===== src/source/icache_pkg.sv =====
// shared geometry, vector types and inter-module structs of the instruction cache
// every cache source file refers to these through icache_pkg:: scoped names
package icache_pkg;

  ////////////////////
  // geometry
  ////////////////////

  // physical address and fetch word
  localparam int unsigned ADDR_WIDTH     = 32;
  localparam int unsigned FETCH_WIDTH    = 32;
  // one line holds four fetch words
  localparam int unsigned LINE_WIDTH     = 128;
  localparam int unsigned NUM_WAYS       = 4;
  localparam int unsigned NUM_SETS       = 16;
  // byte offset inside a line
  localparam int unsigned OFFSET_WIDTH   = $clog2(LINE_WIDTH / 8);
  localparam int unsigned INDEX_WIDTH    = $clog2(NUM_SETS);
  // whatever is left above index and offset
  localparam int unsigned TAG_WIDTH      = ADDR_WIDTH - INDEX_WIDTH - OFFSET_WIDTH;
  localparam int unsigned WAY_IDX_WIDTH  = $clog2(NUM_WAYS);
  // byte select inside one fetch word, fetches are word aligned
  localparam int unsigned BYTE_SEL_WIDTH = $clog2(FETCH_WIDTH / 8);
  // upper half of the address space is uncached i/o
  localparam int unsigned NC_BIT         = 31;

  ////////////////////
  // vector types
  ////////////////////

  typedef logic [ADDR_WIDTH-1:0]    addr_t;
  typedef logic [FETCH_WIDTH-1:0]   word_t;
  typedef logic [LINE_WIDTH-1:0]    line_t;
  typedef logic [TAG_WIDTH-1:0]     tag_t;
  typedef logic [INDEX_WIDTH-1:0]   set_idx_t;
  typedef logic [OFFSET_WIDTH-1:0]  offset_t;
  // one bit per way, one-hot or plain mask
  typedef logic [NUM_WAYS-1:0]      way_oh_t;
  typedef logic [WAY_IDX_WIDTH-1:0] way_idx_t;

  ////////////////////
  // controller fsm
  ////////////////////

  // FLUSH walks all sets, READ is the lookup cycle, MISS waits for the fill
  typedef enum logic [1:0] {
    FLUSH,
    IDLE,
    READ,
    MISS
  } ctrl_state_e;

  ////////////////////
  // structs
  ////////////////////

  // lookup or fill command from the controller to the arrays
  typedef struct packed {
    logic     rden;
    logic     wren;
    set_idx_t set_idx;
    tag_t     tag;
    offset_t  offset;
  } store_req_t;

  // refill request towards memory
  // addr is line aligned for cacheable and word aligned for nc requests
  typedef struct packed {
    addr_t addr;
    logic  nc;
  } refill_req_t;

  // refill return, the whole line arrives in one beat
  typedef struct packed {
    line_t line;
  } refill_rtrn_t;

endpackage


===== src/source/icache_repl.sv =====
// victim way selection for the instruction cache
// fills an invalid way first, else a pseudo random one from an 8-bit lfsr
module icache_repl (
  input  logic                 clk_i,
  input  logic                 rst_ni,
  input  icache_pkg::way_oh_t  vld_i,
  input  logic                 cmp_en_i,
  input  logic                 fill_i,
  output icache_pkg::way_oh_t  victim_oh_o,
  output icache_pkg::way_idx_t victim_o
);

  logic [7:0]           lfsr_q;
  logic                 all_valid;
  icache_pkg::way_idx_t inv_way;
  icache_pkg::way_idx_t repl_way;
  icache_pkg::way_oh_t  victim_oh_q;

  // lowest numbered invalid way, scanned downwards so the lowest wins
  always_comb begin
    inv_way = '0;
    for (int i = icache_pkg::NUM_WAYS - 1; i >= 0; i--) begin
      if (!vld_i[i]) begin
        inv_way = icache_pkg::way_idx_t'(i);
      end
    end
  end

  assign all_valid = &vld_i;
  assign repl_way  = all_valid ? lfsr_q[icache_pkg::WAY_IDX_WIDTH-1:0] : inv_way;

  always_ff @(posedge clk_i or negedge rst_ni) begin
    if (!rst_ni) begin
      lfsr_q      <= 8'hA5;
      victim_oh_q <= '0;
    end else begin
      // x^8 + x^6 + x^5 + x^4 + 1, steps only when a full set is refilled
      if (fill_i && all_valid) begin
        lfsr_q <= {lfsr_q[6:0], lfsr_q[7] ^ lfsr_q[5] ^ lfsr_q[4] ^ lfsr_q[3]};
      end
      if (cmp_en_i) begin
        victim_oh_q <= icache_pkg::way_oh_t'(1) << repl_way;
      end
    end
  end

  assign victim_oh_o = victim_oh_q;

  // binary form of the registered victim
  always_comb begin
    victim_o = '0;
    for (int i = 0; i < icache_pkg::NUM_WAYS; i++) begin
      if (victim_oh_q[i]) begin
        victim_o = icache_pkg::way_idx_t'(i);
      end
    end
  end

endmodule


===== config.mk =====
export PLATFORM = sky130hd
export DESIGN_NAME = icache_repl
export DESIGN_NICKNAME = d
export VERILOG_FILES = /design/src/source/icache_pkg.sv /design/src/source/icache_repl.sv
export SDC_FILE = /design/constraint.sdc
export NUM_CORES = 1
export LEC_CHECK = 0
export BUFFER_PORTS_ARGS = -buffer_cell sky130_fd_sc_hd__buf_2
export CORE_MARGIN = 5
export CORE_UTILIZATION = 40
export CTS_BUF_LIST = sky130_fd_sc_hd__clkbuf_16
export DETAILED_ROUTE_END_ITERATION = 10
export PLACE_DENSITY = 0.65
export SLEW_MARGIN = 20
export SYNTH_ARGS = -nofsm -noshare
export SYNTH_HDL_FRONTEND = slang
export SYNTH_SLANG_ARGS = --single-unit

===== constraint.sdc =====
create_clock -name clk_i -period 1.1 [get_ports clk_i]
set_input_delay 0.22 -clock clk_i [delete_from_list [all_inputs] [get_ports clk_i]]
set_output_delay 0.22 -clock clk_i [all_outputs]
set_load 0.01 [all_outputs]

==> key figures <==
CTS
  • CTS tree: done
  • Worst-Skew Late Latency: 0.23 ns
  • Clock Sinks: 12
  • CTS Buf Count: 3
  • Clock-pin slew on the worst setup and hold paths: 0.04 ns
  • Root Buffer: clkbuf_16
  • Postcts setup bufs: 0
  • H-tree depth: 1
  • CTS max path bufs: 2

Timing
  • Min Hold Slack: 0.248 ns
  • Minimum clock period: 1.11 ns
  • Final worst slack: -0.00716 ns
  • RSZ-0062 raised after global routing: yes
  • Slew HR: 0.829
  • Final hold viol count: 0
  • Worst clock skew: 0.00205 ns
  • Setup-failing EPs final: 1
  • Worst-margin pin slew: 0.257 ns
  • Max Freq: 0.903 GHz
  • Period utilisation layout: 1.01
  • Max Slew Vio Count: 0
  • TNS Setup: -0.00716 ns

Synthesis
  • Synth Register Bits: 12
  • Post-synthesis cell type count: 14
  • Yosys warns: 0
  • Synthesized area per cell: 12.1 sq um
  • Syn Nets: 53
  • Synth area leader: dfrtp_1
  • Sequential share of the synthesized area: 0.560
  • Dominant cells by area after synthesis: dfrtp_1 37%, dfstp_2 19%, mux2_2 14%
  • Mapped Area: 546 sq um
  • Top-area cell type share of the netlist area: 0.367
  • Post-Synthesis Cells: 45

GRT
  • Met1 usage: 0.110
  • GR Layer Usage met3: 0.0690
  • Total GRT Usage: 0.109
  • Top Usage Layer GRT: met2
  • Vias in the first global route: 360
  • Initial antenna violation count: 0
  • M2 GR Usage: 0.152
  • GR Overflow Total: 0
  • Largest net degree at the start of global routing: 13
  • Global-route wire length before repair: 1.50 mm

Cells and area
  • Syn-to-layout area delta: 32.8%
  • Multi-input logic area: 224 sq um
  • Reg area: 305 sq um
  • ANT cells: 0
  • Most frequent cells in the layout: 13 x buf_2, 8 x dfrtp_1, 7 x mux2_2, 5 x nand2_1
  • Filler cells: 111
  • Most common cell after layout, fill and taps aside: buf_2
  • Share of post-route cells with drive strength above 1: 0.508
  • Final std cells w/o fill: 78
  • # nets final: 73

Floorplanning
  • Die ar.: 2200 sq um
  • Initial Util: 0.419
  • I/O Pins: 14
  • Std-Cell Rows: 13
  • Die Width: 46.9 um
  • Core box area: 1300 sq um
  • Die Span Y: 46.9 um

Outcome
  • Status: finished with violations
  • Failing checks: setup timing

Detailed routing
  • Vias per Instance: 4.71
  • First-iteration detailed-routing DRC count: 0
  • Average wire per standard cell: 11.3 um
  • Antenna Nets Post-Route: 0
  • WL final: 882 um
  • Number of vias in the routed layout: 367
  • Post-route DRC violation count: 0
  • DRT Pass-1 Iters: 1

Power and ir drop
  • Leakage: 0.000352 uW
  • PD cells: 1670 nW/um^2
  • Sw power: 226 uW
  • Seq pwr share: 0.388
  • Gate power share: 0.091
  • Clock network power share: 0.521
  • Internal: 981 uW
  • Maximum vdd drop: 1.09 mV
  • Sw frac: 0.187

Critical path
  • Buf/Inv on CP: 0
  • CP required: 1.21 ns
  • Reg2reg path depth: 4
  • Critical path type: flop to flop
  • CP endpoint kind: flop
  • Critical-path cell list: nor2b_1, o21ai_1, and2_4, o22ai_1
  • Critical path arrival: 1.21 ns
  • Worst-path fanout max: 3
  • Delay-heaviest family, CP: flip-flops
  • R2R Path Start: lfsr_q[0]$_DFFE_PN1P_
  • CP endpoint: victim_oh_o[2]$_DFFE_PN0P_
  • Critical path depth in cells: 4
  • Crit. Startpoint: lfsr_q[0]$_DFFE_PN1P_
  • Slowest Stage Delay on Critical Path: 0.54 ns
  • Endpoint of the worst register-to-register path: victim_oh_o[2]$_DFFE_PN0P_
  • Reg-to-reg slack, setup: -0.007 ns
  • Setup crit start kind: flop
  • Crit-path slowest cell: dfstp_2

Placement
  • Global placer's final weighted congestion: 0.655
  • Port bufs: 13
  • Place WS: -0.0628 ns
  • Placed cells: 74

Hold path
  • Hold_sp: cmp_en_i
  • Hold Crit Class: input pin to flop

Run
  • Max-cap violations: 0
[cells by family (layout without fill, tap and decap cells)]
kind of cell	after synthesis	count (layout)	synth area share
xor+xnor	3	3	0.0482
flops	12	12	0.560
mux	7	7	0.145
buf+inv	5	23	0.0344
compound gates	9	9	0.103
simple gates	9	9	0.110
[worst min path at each step]
stage	endpoint	cells past startpoint	slack [ns]
CTS	victim_oh_o[2]$_DFFE_PN0P_	2	0.24
floorplan	lfsr_q[1]$_DFFE_PN0P_	0	-0.08
global placement	victim_oh_o[3]$_DFFE_PN0P_	1	0.11
detailed placement	victim_oh_o[3]$_DFFE_PN0P_	1	0.11
finish	victim_oh_o[2]$_DFFE_PN0P_	2	0.25
global route	victim_oh_o[2]$_DFFE_PN0P_	2	0.25
[area by class of cell]
cell class | count | area share
Clock buffer | 3 | 0.104
Inverter | 5 | 0.0259
Timing Repair Buffer | 15 | 0.114
Sequential cell | 12 | 0.421
Tap cell | 15 | 0.0259
Multi-Input combinational cell | 28 | 0.309
[what timing repair did]
item                                   in CTS  in global routing
pin swaps                                   0                  5
endpoints found under the hold margin       8                  0
setup endpoints to repair                   5                  5
hold buffers                                1                  0
gates resized for setup                     3                  1
[state kept, by name (all words and copies together), names as in the netlist]
signal / flops
lfsr_q: 8
victim_oh_o: 4
[power by group through the flow]
stage	clock network [uW]	registers (uW)	logic [uW]
after floorplan	0	479	42.9
after detailed placement	0	474	106
after CTS	653	468	110
final	629	468	109
after global routing	684	470	121
after global placement	0	473	104
[per-stage QoR]
| step | cell area, sq um | power, uW | utilization |
|---|---|---|---|
| after CTS | 722 | 1230 | 0.555 |
| after floorplan | 546 | 522 | - |
| after global routing | 724 | 1270 | 0.557 |
| final | 724 | 1210 | 0.557 |
| after global placement | 637 | 578 | 0.489 |
| after detailed placement | 637 | 579 | 0.489 |
[cells in the mapped netlist]
master,n
and2_1,1
xnor2_1,3
nor2b_1,1
nand3_4,1
inv_1,5
dfrtp_1,8
and3_4,1
mux2_2,7
o21ai_0,3
dfstp_2,4
nand2_1,5
o22ai_1,4
o2111ai_1,1
o211ai_1,1
[metal layers]
metal,vias to the layer above,wire (um)
li1,193,-
met1,158,357
met2,12,401
met3,4,92
met4,0,31
met5,-,0
Power figures use the tool's default switching activity.
