--- src/source/icache_pkg.sv ---
// shared geometry, vector types and inter-module structs of the instruction cache
// every cache source file refers to these through icache_pkg:: scoped names
package icache_pkg;

  ////////////////////
  // geometry
  ////////////////////

  // physical address and fetch word
  localparam int unsigned ADDR_WIDTH     = 32;
  localparam int unsigned FETCH_WIDTH    = 32;
  // one line holds four fetch words
  localparam int unsigned LINE_WIDTH     = 128;
  localparam int unsigned NUM_WAYS       = 4;
  localparam int unsigned NUM_SETS       = 16;
  // byte offset inside a line
  localparam int unsigned OFFSET_WIDTH   = $clog2(LINE_WIDTH / 8);
  localparam int unsigned INDEX_WIDTH    = $clog2(NUM_SETS);
  // whatever is left above index and offset
  localparam int unsigned TAG_WIDTH      = ADDR_WIDTH - INDEX_WIDTH - OFFSET_WIDTH;
  localparam int unsigned WAY_IDX_WIDTH  = $clog2(NUM_WAYS);
  // byte select inside one fetch word, fetches are word aligned
  localparam int unsigned BYTE_SEL_WIDTH = $clog2(FETCH_WIDTH / 8);
  // upper half of the address space is uncached i/o
  localparam int unsigned NC_BIT         = 31;

  ////////////////////
  // vector types
  ////////////////////

  typedef logic [ADDR_WIDTH-1:0]    addr_t;
  typedef logic [FETCH_WIDTH-1:0]   word_t;
  typedef logic [LINE_WIDTH-1:0]    line_t;
  typedef logic [TAG_WIDTH-1:0]     tag_t;
  typedef logic [INDEX_WIDTH-1:0]   set_idx_t;
  typedef logic [OFFSET_WIDTH-1:0]  offset_t;
  // one bit per way, one-hot or plain mask
  typedef logic [NUM_WAYS-1:0]      way_oh_t;
  typedef logic [WAY_IDX_WIDTH-1:0] way_idx_t;

  ////////////////////
  // controller fsm
  ////////////////////

  // FLUSH walks all sets, READ is the lookup cycle, MISS waits for the fill
  typedef enum logic [1:0] {
    FLUSH,
    IDLE,
    READ,
    MISS
  } ctrl_state_e;

  ////////////////////
  // structs
  ////////////////////

  // lookup or fill command from the controller to the arrays
  typedef struct packed {
    logic     rden;
    logic     wren;
    set_idx_t set_idx;
    tag_t     tag;
    offset_t  offset;
  } store_req_t;

  // refill request towards memory
  // addr is line aligned for cacheable and word aligned for nc requests
  typedef struct packed {
    addr_t addr;
    logic  nc;
  } refill_req_t;

  // refill return, the whole line arrives in one beat
  typedef struct packed {
    line_t line;
  } refill_rtrn_t;

endpackage

--- src/source/icache_ctrl.sv ---
// fetch controller of the instruction cache
// accepts fetches, sequences lookup, refill and flush, and drives the arrays
module icache_ctrl (
  input  logic                     clk_i,
  input  logic                     rst_ni,
  input  logic                     en_i,
  input  logic                     flush_i,
  // fetch port
  input  logic                     fetch_req_i,
  input  icache_pkg::addr_t        fetch_addr_i,
  output logic                     fetch_ready_o,
  output logic                     fetch_valid_o,
  output icache_pkg::word_t        fetch_data_o,
  // line store
  input  logic                     hit_i,
  input  icache_pkg::word_t        hit_data_i,
  output icache_pkg::store_req_t   store_req_o,
  output logic                     clear_o,
  output icache_pkg::set_idx_t     clear_idx_o,
  // replacement unit
  output logic                     cmp_en_o,
  output logic                     fill_o,
  // refill port
  output logic                     refill_req_o,
  output icache_pkg::refill_req_t  refill_o,
  input  logic                     refill_ack_i,
  input  logic                     refill_vld_i,
  input  icache_pkg::refill_rtrn_t refill_rtrn_i,
  // perf counter
  output logic                     miss_o
);

  icache_pkg::ctrl_state_e state_d, state_q;
  // cache is switched on
  logic                    cache_en_d, cache_en_q;
  // flush seen but not yet carried out
  logic                    flush_d, flush_q;
  // tag compare is meaningful in the next cycle
  logic                    cmp_en_d, cmp_en_q;
  logic                    nc_d, nc_q;
  icache_pkg::set_idx_t    flush_cnt_q;
  logic                    flush_done;
  icache_pkg::addr_t       addr_q;
  icache_pkg::addr_t       lookup_addr;
  logic                    accept;
  logic                    en_rise;
  logic                    hit_ok;
  logic                    wren;

  ////////////////////
  // address plumbing
  ////////////////////

  assign accept  = fetch_ready_o & fetch_req_i;
  // switching on always goes through a full clear first
  assign en_rise = en_i & ~cache_en_q;

  // i/o region or disabled cache goes down the miss path without allocating
  assign nc_d     = fetch_addr_i[icache_pkg::NC_BIT] | ~cache_en_q;
  // array lookup only for cacheable requests
  assign cmp_en_d = accept & ~nc_d;
  assign hit_ok   = cmp_en_q & hit_i;

  // new address on accept, else the latched one for the fill
  assign lookup_addr = accept ? fetch_addr_i : addr_q;

  assign store_req_o.rden    = cmp_en_d;
  assign store_req_o.wren    = wren;
  assign store_req_o.set_idx =
    lookup_addr[icache_pkg::OFFSET_WIDTH +: icache_pkg::INDEX_WIDTH];
  assign store_req_o.tag     =
    lookup_addr[icache_pkg::ADDR_WIDTH-1 -: icache_pkg::TAG_WIDTH];
  assign store_req_o.offset  = lookup_addr[icache_pkg::OFFSET_WIDTH-1:0];

  // nc requests ask for the word only, cacheable ones for the line
  assign refill_o.nc   = nc_q;
  assign refill_o.addr = nc_q ?
    {addr_q[icache_pkg::ADDR_WIDTH-1:icache_pkg::BYTE_SEL_WIDTH],
     {icache_pkg::BYTE_SEL_WIDTH{1'b0}}} :
    {addr_q[icache_pkg::ADDR_WIDTH-1:icache_pkg::OFFSET_WIDTH],
     {icache_pkg::OFFSET_WIDTH{1'b0}}};

  // hit word from the arrays, otherwise pick the word out of the returned line
  assign fetch_data_o = cmp_en_q ? hit_data_i :
    refill_rtrn_i.line[addr_q[icache_pkg::OFFSET_WIDTH-1:icache_pkg::BYTE_SEL_WIDTH] *
                       icache_pkg::FETCH_WIDTH +: icache_pkg::FETCH_WIDTH];

  // only cacheable refills count as a miss
  assign miss_o = refill_req_o & refill_ack_i & ~nc_q;

  ////////////////////
  // flush walk
  ////////////////////

  assign flush_done  = (flush_cnt_q == icache_pkg::set_idx_t'(icache_pkg::NUM_SETS - 1));
  assign clear_o     = (state_q == icache_pkg::FLUSH);
  assign clear_idx_o = flush_cnt_q;

  assign cmp_en_o = cmp_en_q;
  assign fill_o   = wren;

  ////////////////////
  // main fsm
  ////////////////////

  always_comb begin
    state_d       = state_q;
    // turning off is immediate, turning on waits for the clear
    cache_en_d    = cache_en_q & en_i;
    flush_d       = flush_q | flush_i;
    fetch_ready_o = 1'b0;
    fetch_valid_o = 1'b0;
    refill_req_o  = 1'b0;
    wren          = 1'b0;

    unique case (state_q)
      // one set cleared per cycle
      icache_pkg::FLUSH: begin
        if (flush_done) begin
          state_d    = icache_pkg::IDLE;
          flush_d    = 1'b0;
          cache_en_d = en_i;
        end
      end
      icache_pkg::IDLE: begin
        // pending flush or enable wins over new fetches
        if (flush_d || en_rise) begin
          state_d = icache_pkg::FLUSH;
        end else begin
          fetch_ready_o = 1'b1;
          if (fetch_req_i) begin
            state_d = icache_pkg::READ;
          end
        end
      end
      icache_pkg::READ: begin
        if (hit_ok) begin
          fetch_valid_o = 1'b1;
          state_d       = icache_pkg::IDLE;
          // back to back accept on a hit, unless a clear is due
          if (!(flush_d || en_rise)) begin
            fetch_ready_o = 1'b1;
            if (fetch_req_i) begin
              state_d = icache_pkg::READ;
            end
          end
        end else begin
          // miss or nc, hold the request until memory takes it
          refill_req_o = 1'b1;
          if (refill_ack_i) begin
            state_d = icache_pkg::MISS;
          end
        end
      end
      icache_pkg::MISS: begin
        // return beat is consumed unconditionally
        if (refill_vld_i) begin
          fetch_valid_o = 1'b1;
          wren          = ~nc_q;
          state_d       = icache_pkg::IDLE;
        end
      end
      default: begin
        state_d = icache_pkg::IDLE;
      end
    endcase
  end

  ////////////////////
  // registers
  ////////////////////

  always_ff @(posedge clk_i or negedge rst_ni) begin
    if (!rst_ni) begin
      state_q     <= icache_pkg::IDLE;
      cache_en_q  <= 1'b0;
      flush_q     <= 1'b0;
      cmp_en_q    <= 1'b0;
      nc_q        <= 1'b0;
      flush_cnt_q <= '0;
    end else begin
      state_q    <= state_d;
      cache_en_q <= cache_en_d;
      flush_q    <= flush_d;
      cmp_en_q   <= cmp_en_d;
      if (accept) begin
        nc_q <= nc_d;
      end
      // wraps back to zero at the end of the walk
      if (state_q == icache_pkg::FLUSH) begin
        flush_cnt_q <= flush_cnt_q + 1'b1;
      end
    end
  end

  // fetch address, held for the whole miss
  always_ff @(posedge clk_i) begin
    if (accept) begin
      addr_q <= fetch_addr_i;
    end
  end

endmodule

--- config.mk ---
export PLATFORM = sky130hd
export DESIGN_NAME = icache_ctrl
export DESIGN_NICKNAME = d
export VERILOG_FILES = /design/src/source/icache_pkg.sv /design/src/source/icache_ctrl.sv
export SDC_FILE = /design/constraint.sdc
export NUM_CORES = 1
export LEC_CHECK = 0
export ABC_AREA = 1
export BUFFER_PORTS_ARGS = -buffer_cell sky130_fd_sc_hd__buf_2
export CAP_MARGIN = 25
export CORE_AREA = 4 4 118 120
export DETAILED_ROUTE_END_ITERATION = 8
export DIE_AREA = 0 0 122 124
export HOLD_SLACK_MARGIN = 0.12
export PLACE_DENSITY_LB_ADDON = 0.15
export SLEW_MARGIN = 25
export SYNTH_ARGS = -nofsm -noshare
export SYNTH_HDL_FRONTEND = slang
export SYNTH_SLANG_ARGS = --single-unit
--- constraint.sdc ---
create_clock -name clk_i -period 1.65 [get_ports clk_i]
set_input_delay 0.0825 -clock clk_i [delete_from_list [all_inputs] [get_ports clk_i]]
set_output_delay 0.0825 -clock clk_i [all_outputs]
set_load 0.01 [all_outputs]
==> qor_table.md, run 1 <==
| Step | Parameter | Reported |
| --- | --- | --- |
| power and ir drop | Net switching power | 1573 µW |
| worst setup path | Nature of the critical path startpoint | flop |
| power and ir drop | Combinational power share | 47.7% |
| clock tree | CTS tree | yes |
| grt | Number of global-route vias before repair | 4,307 |
| route | Post-DRT Antenna Nets | 0 |
| timing | Final Hold Violating Endpoints | 0 |
| logic synthesis | Proportion of synthesized chip area in sequential cells | 27.65% |
| timing | Clock period minus final worst setup slack | 2.106 ns |
| place | Post-Place Cell Area | 0.004852 mm² |
| route | First DRT Iteration DRCs | 241 |
| worst setup path | Required @ worst endpoint | 1.57 ns |
| timing | Top achievable clock speed | 474.8 MHz |
| place | Weighted congestion at the end of routability-driven global placement | 0.8377 |
| route | Post-DR vias/cell | 4.557 |
| floorplanning | Initial cell density of the core | 24.86% |
| floorplanning | Number of primary I/O pins | 310 |
| finish | Layout cells sized above 1 | 51.52% |
| worst setup path | Register-to-register path setup slack | -0.07 ns |
| worst setup path | Worst-path fanout max | 6 |
| logic synthesis | Post-synthesis average cell area | 6.088 µm² |
| route | Post-route DRC | 0 |
| route | Average detailed-routed wire length per instance | 15.29 µm |
| clock tree | Clock-pin slew on the worst setup and hold paths | 0.06 ns |
| finish | Post-route cell area | 0.006228 mm² |
| floorplanning | Die outline width | 122 µm |
| place | Port bufs | 307 |
| timing | Final Max Slew Viols | 0 |
| finish | Nets@finish | 1,062 |
| place | Minimum setup slack after placement | -0.2256 ns |
| grt | Leftover overflow at the end of global routing | 0 |
| power and ir drop | IR Drop Worst-Case VDD | 662.1 µV |
| floorplanning | Count of standard-cell rows | 42 |
| clock tree | Total clock buffers created by CTS | 5 |
| finish | Final std cells w/o fill | 1,035 |
| logic synthesis | Number of distinct standard cells referenced by the synthesized netlist | 30 |
| finish | Area overhead of the layout relative to synthesis | 93.02% |
| outcome | Violated checks | negative setup slack |
| grt | Number of antenna violations at the first check in global routing | 1 |
| power and ir drop | Clock network fraction of total power | 22.0% |
| power and ir drop | Power Density | 694.2 mW/mm² |
| finish | Final core utilization | 47.99% |
| worst setup path | Cells on worst reg2reg path | 9 |
| clock tree | TritonCTS sink count | 42 |
| route | Count of TritonRoute iterations in the first routing pass | 5 |
| power and ir drop | Leakage power of the design | 0.003245 µW |
| timing | Setup clock skew after layout | 0.003711 ns |
| worst setup path | Arr. time, crit path | 2.02 ns |
| clock tree | H-tree levels | 2 |
| place | Half-perimeter wire length after detailed placement | 11,050 µm |
| run | Number of max-cap violations | 0 |
| floorplanning | Die height | 124 µm |
| clock tree | Clock tree root buffer cell | sky130_fd_sc_hd__clkbuf_16 |
| clock tree | Clock tree buffer depth | 2 |
| timing | Total of endpoints with negative setup slack in the final report | 60 |
| power and ir drop | Cell Int Power | 2751 µW |
| grt | Pin count of the biggest net entering global routing | 36 |
| finish | Leading cell types in the layout, fill and taps excluded | sky130_fd_sc_hd__buf_2, sky130_fd_sc_hd__nor2_1, sky130_fd_sc_hd__o21ai_0, sky130_fd_sc_hd__inv_1, sky130_fd_sc_hd__dlygate4sd3_1 |
| timing | RSZ-0062 raised after global routing | true |
| logic synthesis | Cells after Synth | 530 |
| floorplanning | Core region area | 0.01298 mm² |
| logic synthesis | Warnings from Yosys | 0 |
| floorplanning | Die area | 0.01513 mm² |
| power and ir drop | Share of total power consumed by net switching | 36.37% |
| finish | Most common cell after layout, fill and taps aside | sky130_fd_sc_hd__buf_2 |
| timing | Slack of the critical path | -0.4560 ns |
| place | Cell total after placement | 971 |
| logic synthesis | Yosys reg bits | 42 |
| outcome | Result of the run | complete, but fails checks |
| route | Total number of vias | 4,717 |
| logic synthesis | Cell area after synthesis | 0.003227 mm² |
| timing | Share of the cycle needed by the critical path after routing | 127.6% |
| power and ir drop | Seq pwr share | 30.4% |
| worst setup path | Endpoint kind of the worst setup timing path | output port |
| grt | Overall fraction of global-route tracks in use | 17.18% |
| route | Overall routed net length | 15,830 µm |
| hold path | Class of the worst hold path | in2async |
| clock tree | Clock latency reported for the late side of the worst-skew pair | 0.28 ns |
| worst setup path | Worst setup path class | reg2out |
| grt | First-pass GRT wire length | 20,820 µm |
==> area by class of cell <==
class	count	area, µm²
Tap cell	176	220.2
Timing Repair Buffer	386	2619
Antenna cell	1	2.502
Inverter	48	185.2
Multi-Input combinational cell	374	2162
Clock buffer	5	125.1
Clock inverter	3	16.27
Fill cell	1322	6751
Sequential cell	42	898.4
==> layer usage <==
metal	share of wire, %	global-route usage (%)	vias up
met5	0	0	-
met4	2.0	6.583	0
met3	9.2	4.269	24
met2	52	31.63	222
met1	37	19.03	2145
li1	-	-	2326
==> logic make-up after synthesis <==
kind of cell / synth area share (%)
buffers and inverters: 18.84
XOR/XNOR: 0.8144
multiplexers: 0.3489
AND/OR/NAND/NOR: 27.80
adder cells (fa/ha/maj): 1.939
flip-flops: 27.65
other: 0.1162
AO/OA/AOI/OAI: 22.49
==> power by group through the flow <==
stage	registers (µW)	logic (µW)	clock network [µW]
6_report	1310	2060	950
5_1_grt	1340	2250	1020
3_5_place_dp	1310	1670	0
3_3_place_gp	1310	1650	0
4_1_cts	1300	1860	984
2_1_floorplan	1320	957	0
==> metrics by stage <==
stage | TNS (ns) | power, µW | hold slack, ns
after floorplan | -0.4047 | 2277 | -0.2131
after global placement | -3.683 | 2963 | -0.04747
after detailed placement | -5.140 | 2978 | -0.04143
after CTS | -15.44 | 4143 | 0.1831
after global routing | -21.51 | 4606 | 0.2143
final | -14.36 | 4324 | 0.1858
==> critical path: stages, from the launching register on <==
cell	delay (ns)
sky130_fd_sc_hd__dfstp_2	0.53
sky130_fd_sc_hd__inv_2	0.05
sky130_fd_sc_hd__ha_4	0.26
sky130_fd_sc_hd__inv_2	0.04
sky130_fd_sc_hd__nor2_4	0.10
sky130_fd_sc_hd__nand3_4	0.12
sky130_fd_sc_hd__buf_12	0.18
sky130_fd_sc_hd__buf_16	0.15
sky130_fd_sc_hd__o21ai_4	0.18
sky130_fd_sc_hd__buf_6	0.12
==> synth_stat cells, drive strengths merged <==
master | count | area share [%]
a21boi | 1 | 0.23
a21oi | 2 | 0.31
a31oi | 32 | 6.2
and2 | 1 | 0.19
buf | 52 | 12
clkbuf | 15 | 1.7
conb | 1 | 0.12
dfrtp | 9 | 7.0
dfstp | 1 | 0.81
dfxtp | 32 | 20
ha | 5 | 1.9
inv | 48 | 5.6
mux2 | 1 | 0.35
nand2 | 46 | 5.4
nand3 | 7 | 1.2
nand4 | 3 | 0.58
nor2 | 169 | 20
nor3 | 4 | 0.62
o21a | 1 | 0.23
o21ai | 97 | 16
xnor2 | 1 | 0.27
xor2 | 2 | 0.54
==> state kept, by name (all words and copies together), names as in the netlist <==
signal,flops
clear_idx_o,4
addr_q,32
flush_q,1
cmp_en_o,1
state_q,2
cache_en_q,1
nc_q,1
==> repair_timing <==
item	4_1_cts	5_1_grt
gates cloned	4	9
endpoints found under the setup margin	84	103
hold endpoints to repair	44	0
pin swaps	7	27
resized for setup	52	91
setup buffers	2	5
hold buffers	35	0
==> worst paths after layout <==
kind	start	endpoint
setup / recovery	state_q[0]	store_req_o[22]
hold / removal	rst_ni	clear_idx_o[3]
setup reg to reg	state_q[0]	addr_q[26]
hold reg to reg	addr_q[8]	addr_q[8]
max in group asynchronous	rst_ni	state_q[0]
min in group clk_i	fetch_req_i	state_q[1]
(Power assumes the default switching activity.)
==> inputs of run 2 (changes only) <==
- PLACE_DENSITY: not set -> 0.64
- PLACE_DENSITY_LB_ADDON: 0.15 -> not set
- RECOVER_POWER: not set -> 25
==> qor_table.md, run 2 (synthesis results as in run 1) <==
| Step | Parameter | Reported | vs previous |
| --- | --- | --- | --- |
| timing | Final Hold Violating Endpoints | 0 | unchanged |
| route | Count of TritonRoute iterations in the first routing pass | 5 | unchanged |
| grt | Overall fraction of global-route tracks in use | 17.47% | +0.29 points |
| grt | Pin count of the biggest net entering global routing | 54 | +50% |
| route | Post-DRT Antenna Nets | 0 | unchanged |
| power and ir drop | Power, Total | 4724 µW | +9.3% |
| finish | Storage cell area | 900.9 µm² | +0.28% |
| finish | Nets@finish | 1,067 | +0.47% |
| worst setup path | Required @ worst endpoint | 1.57 ns | about the same |
| power and ir drop | Power Density | 733.2 mW/mm² | +5.6% |
| finish | Number of flip-flops under the largest register name | 32 | unchanged |
| power and ir drop | Leakage power of the design | 0.003326 µW | +2.5% |
| grt | Number of global-route vias before repair | 4,313 | +0.14% |
| route | Post-DR vias/cell | 4.629 | +1.6% |
| worst setup path | Worst reg2reg startpoint | state_q[0] |  |
| timing | Share of the cycle needed by the critical path after routing | 128.0% | +0.36 points |
| power and ir drop | IR Drop Worst-Case VDD | 832.0 µV | +26% |
| clock tree | CTS tree | yes |  |
| timing | Worst slew slack as a fraction of its limit | 63.76% |  |
| floorplanning | Die outline width | 122 µm | unchanged |
| route | Average detailed-routed wire length per instance | 15.70 µm | +2.7% |
| timing | Clock period minus final worst setup slack | 2.112 ns | +0.005924 ns |
| outcome | Result of the run | complete, but fails checks |  |
| worst setup path | Arr. time, crit path | 2.03 ns | about the same |
| run | Number of max-cap violations | 0 | unchanged |
| clock tree | TritonCTS sink count | 42 | unchanged |
| outcome | Violated checks | negative setup slack |  |
| finish | Largest register by flop count | addr_q |  |
| finish | Area overhead of the layout relative to synthesis | 99.69% |  |
| timing | Worst Tran Pin Value | 0.5436 ns |  |
| clock tree | Total clock buffers created by CTS | 5 | unchanged |
| finish | Combined area of the multi-input logic cells | 0.002291 mm² | +6.0% |
| place | Port bufs | 307 | unchanged |
| timing | Setup clock skew after layout | 0.005961 ns | +0.002250 ns |
| timing | Top achievable clock speed | 473.5 MHz | -0.28% |
| floorplanning | Initial cell density of the core | 24.86% | unchanged |
| worst setup path | Worst-path fanout max | 13 | +7 |
| floorplanning | Die area | 0.01513 mm² | unchanged |
| clock tree | Clock latency reported for the late side of the worst-skew pair | 0.28 ns | about the same |
| finish | Layout cells sized above 1 | 54.81% | +3.3 points |
| floorplanning | Die height | 124 µm | unchanged |
| grt | Number of antenna violations at the first check in global routing | 2 | +1 |
| timing | Slack of the critical path | -0.4619 ns | -0.005924 ns |
| worst setup path | Worst setup path class | reg2out |  |
| place | Weighted congestion at the end of routability-driven global placement | 0.7889 | -5.8% |
| hold path | Start point of the worst min-delay path | flush_i |  |
| clock tree | Clock-pin slew on the worst setup and hold paths | 0.06 ns | about the same |
| timing | RSZ-0062 raised after global routing | true |  |
| timing | Total of endpoints with negative setup slack in the final report | 82 | +37% |
| hold path | Class of the worst hold path | in2reg |  |
| worst setup path | Nature of the critical path startpoint | flop |  |
| grt | Leftover overflow at the end of global routing | 0 | unchanged |
| floorplanning | Count of standard-cell rows | 42 | unchanged |
| finish | Most common cell after layout, fill and taps aside | sky130_fd_sc_hd__buf_2 |  |
| clock tree | Clock tree buffer depth | 2 | unchanged |
| clock tree | H-tree levels | 2 | unchanged |
| route | Post-route DRC | 0 | unchanged |
| finish | Leading cell types in the layout, fill and taps excluded | sky130_fd_sc_hd__buf_2, sky130_fd_sc_hd__nor2_1, sky130_fd_sc_hd__inv_1, sky130_fd_sc_hd__o21ai_2, sky130_fd_sc_hd__dlygate4sd3_1 |  |
| route | Overall routed net length | 16,330 µm | +3.1% |
| clock tree | Clock tree root buffer cell | sky130_fd_sc_hd__clkbuf_16 |  |
| route | First DRT Iteration DRCs | 234 | -2.9% |
| timing | Final Max Slew Viols | 0 | unchanged |
| floorplanning | Number of primary I/O pins | 310 | unchanged |
| worst setup path | Launch point of the worst path | state_q[0] |  |
| grt | First-pass GRT wire length | 21,160 µm | +1.7% |
| route | Total number of vias | 4,814 | +2.1% |
| place | Half-perimeter wire length after detailed placement | 10,890 µm | -1.4% |
| floorplanning | Core region area | 0.01298 mm² | unchanged |
| worst setup path | Endpoint kind of the worst setup timing path | output port |  |
| finish | Number of fillers in the final layout | 1,238 | -6.4% |
| timing | Final hold slack | 0.2390 ns | +0.05320 ns |
## run 2: power breakdown
group / switching, µW / internal [µW]
clock: 385 / 756
combinational: 1140 / 1140
sequential: 123 / 1180
## run 2: area by class of cell
type                       instances  area share [%]
sequential                        42           13.98
antenna                            1         0.03883
multi-input combinational        374           35.55
tap                              176           3.417
clock buffer                       7           2.214
timing repair buffer             391           41.32
inverter                          48           3.010
clock inverter                     1          0.4660
## run 2: worst max-delay path: stages, from the launching register on
cell and delay, ns:
sky130_fd_sc_hd__dfstp_2 0.53, sky130_fd_sc_hd__inv_2 0.06, sky130_fd_sc_hd__ha_4 0.27, sky130_fd_sc_hd__inv_2 0.04
sky130_fd_sc_hd__nor2_4 0.12, sky130_fd_sc_hd__nand3_4 0.18, sky130_fd_sc_hd__clkbuf_16 0.25, sky130_fd_sc_hd__o21ai_2 0.14
sky130_fd_sc_hd__buf_2 0.15
## run 2: metal layers
layer,share of wire (%),track usage [%],wire [µm],vias up
met5,0.061,0,10,-
met4,2.3,6.232,370,2
met3,10,5.268,1696,23
met2,51,30.70,8319,246
met1,36,20.13,5930,2204
li1,-,-,-,2339
## run 2: what timing repair did
action / in CTS / in global routing
setup endpoints to repair: 77 / 105
cloned: 5 / 8
hold endpoints to repair: 44 / 0
hold buffers: 35 / 0
setup buffers: 9 / 10
pin swaps: 37 / 42
resized for setup: 82 / 124
## run 2: worst paths after layout
kind	end	depth (start not counted)	slack, ns
worst max-delay path	store_req_o[6]	8	-0.46
worst min-delay path	state_q[1]	6	0.24
worst max register to register	addr_q[29]	8	-0.06
worst min register to register	addr_q[1]	2	0.46
max in group asynchronous	cmp_en_o	2	0.96
min in group asynchronous	clear_idx_o[1]	2	0.30
## run 2: metrics by stage
stage          worst slack [ns]  TNS, ns  cell area [µm²]  util (%)  std cells
3_5_place_dp            -0.1336   -3.121             4867     37.50        968
3_3_place_gp            -0.1038   -2.319             4867     37.50        968
6_report                -0.4619   -15.91             6444     49.64       1040
2_1_floorplan          -0.03312  -0.4047             3294         -        531
4_1_cts                 -0.4261   -14.16             5752     44.31       1024
5_1_grt                 -0.5804   -25.03             6444     49.64       1040
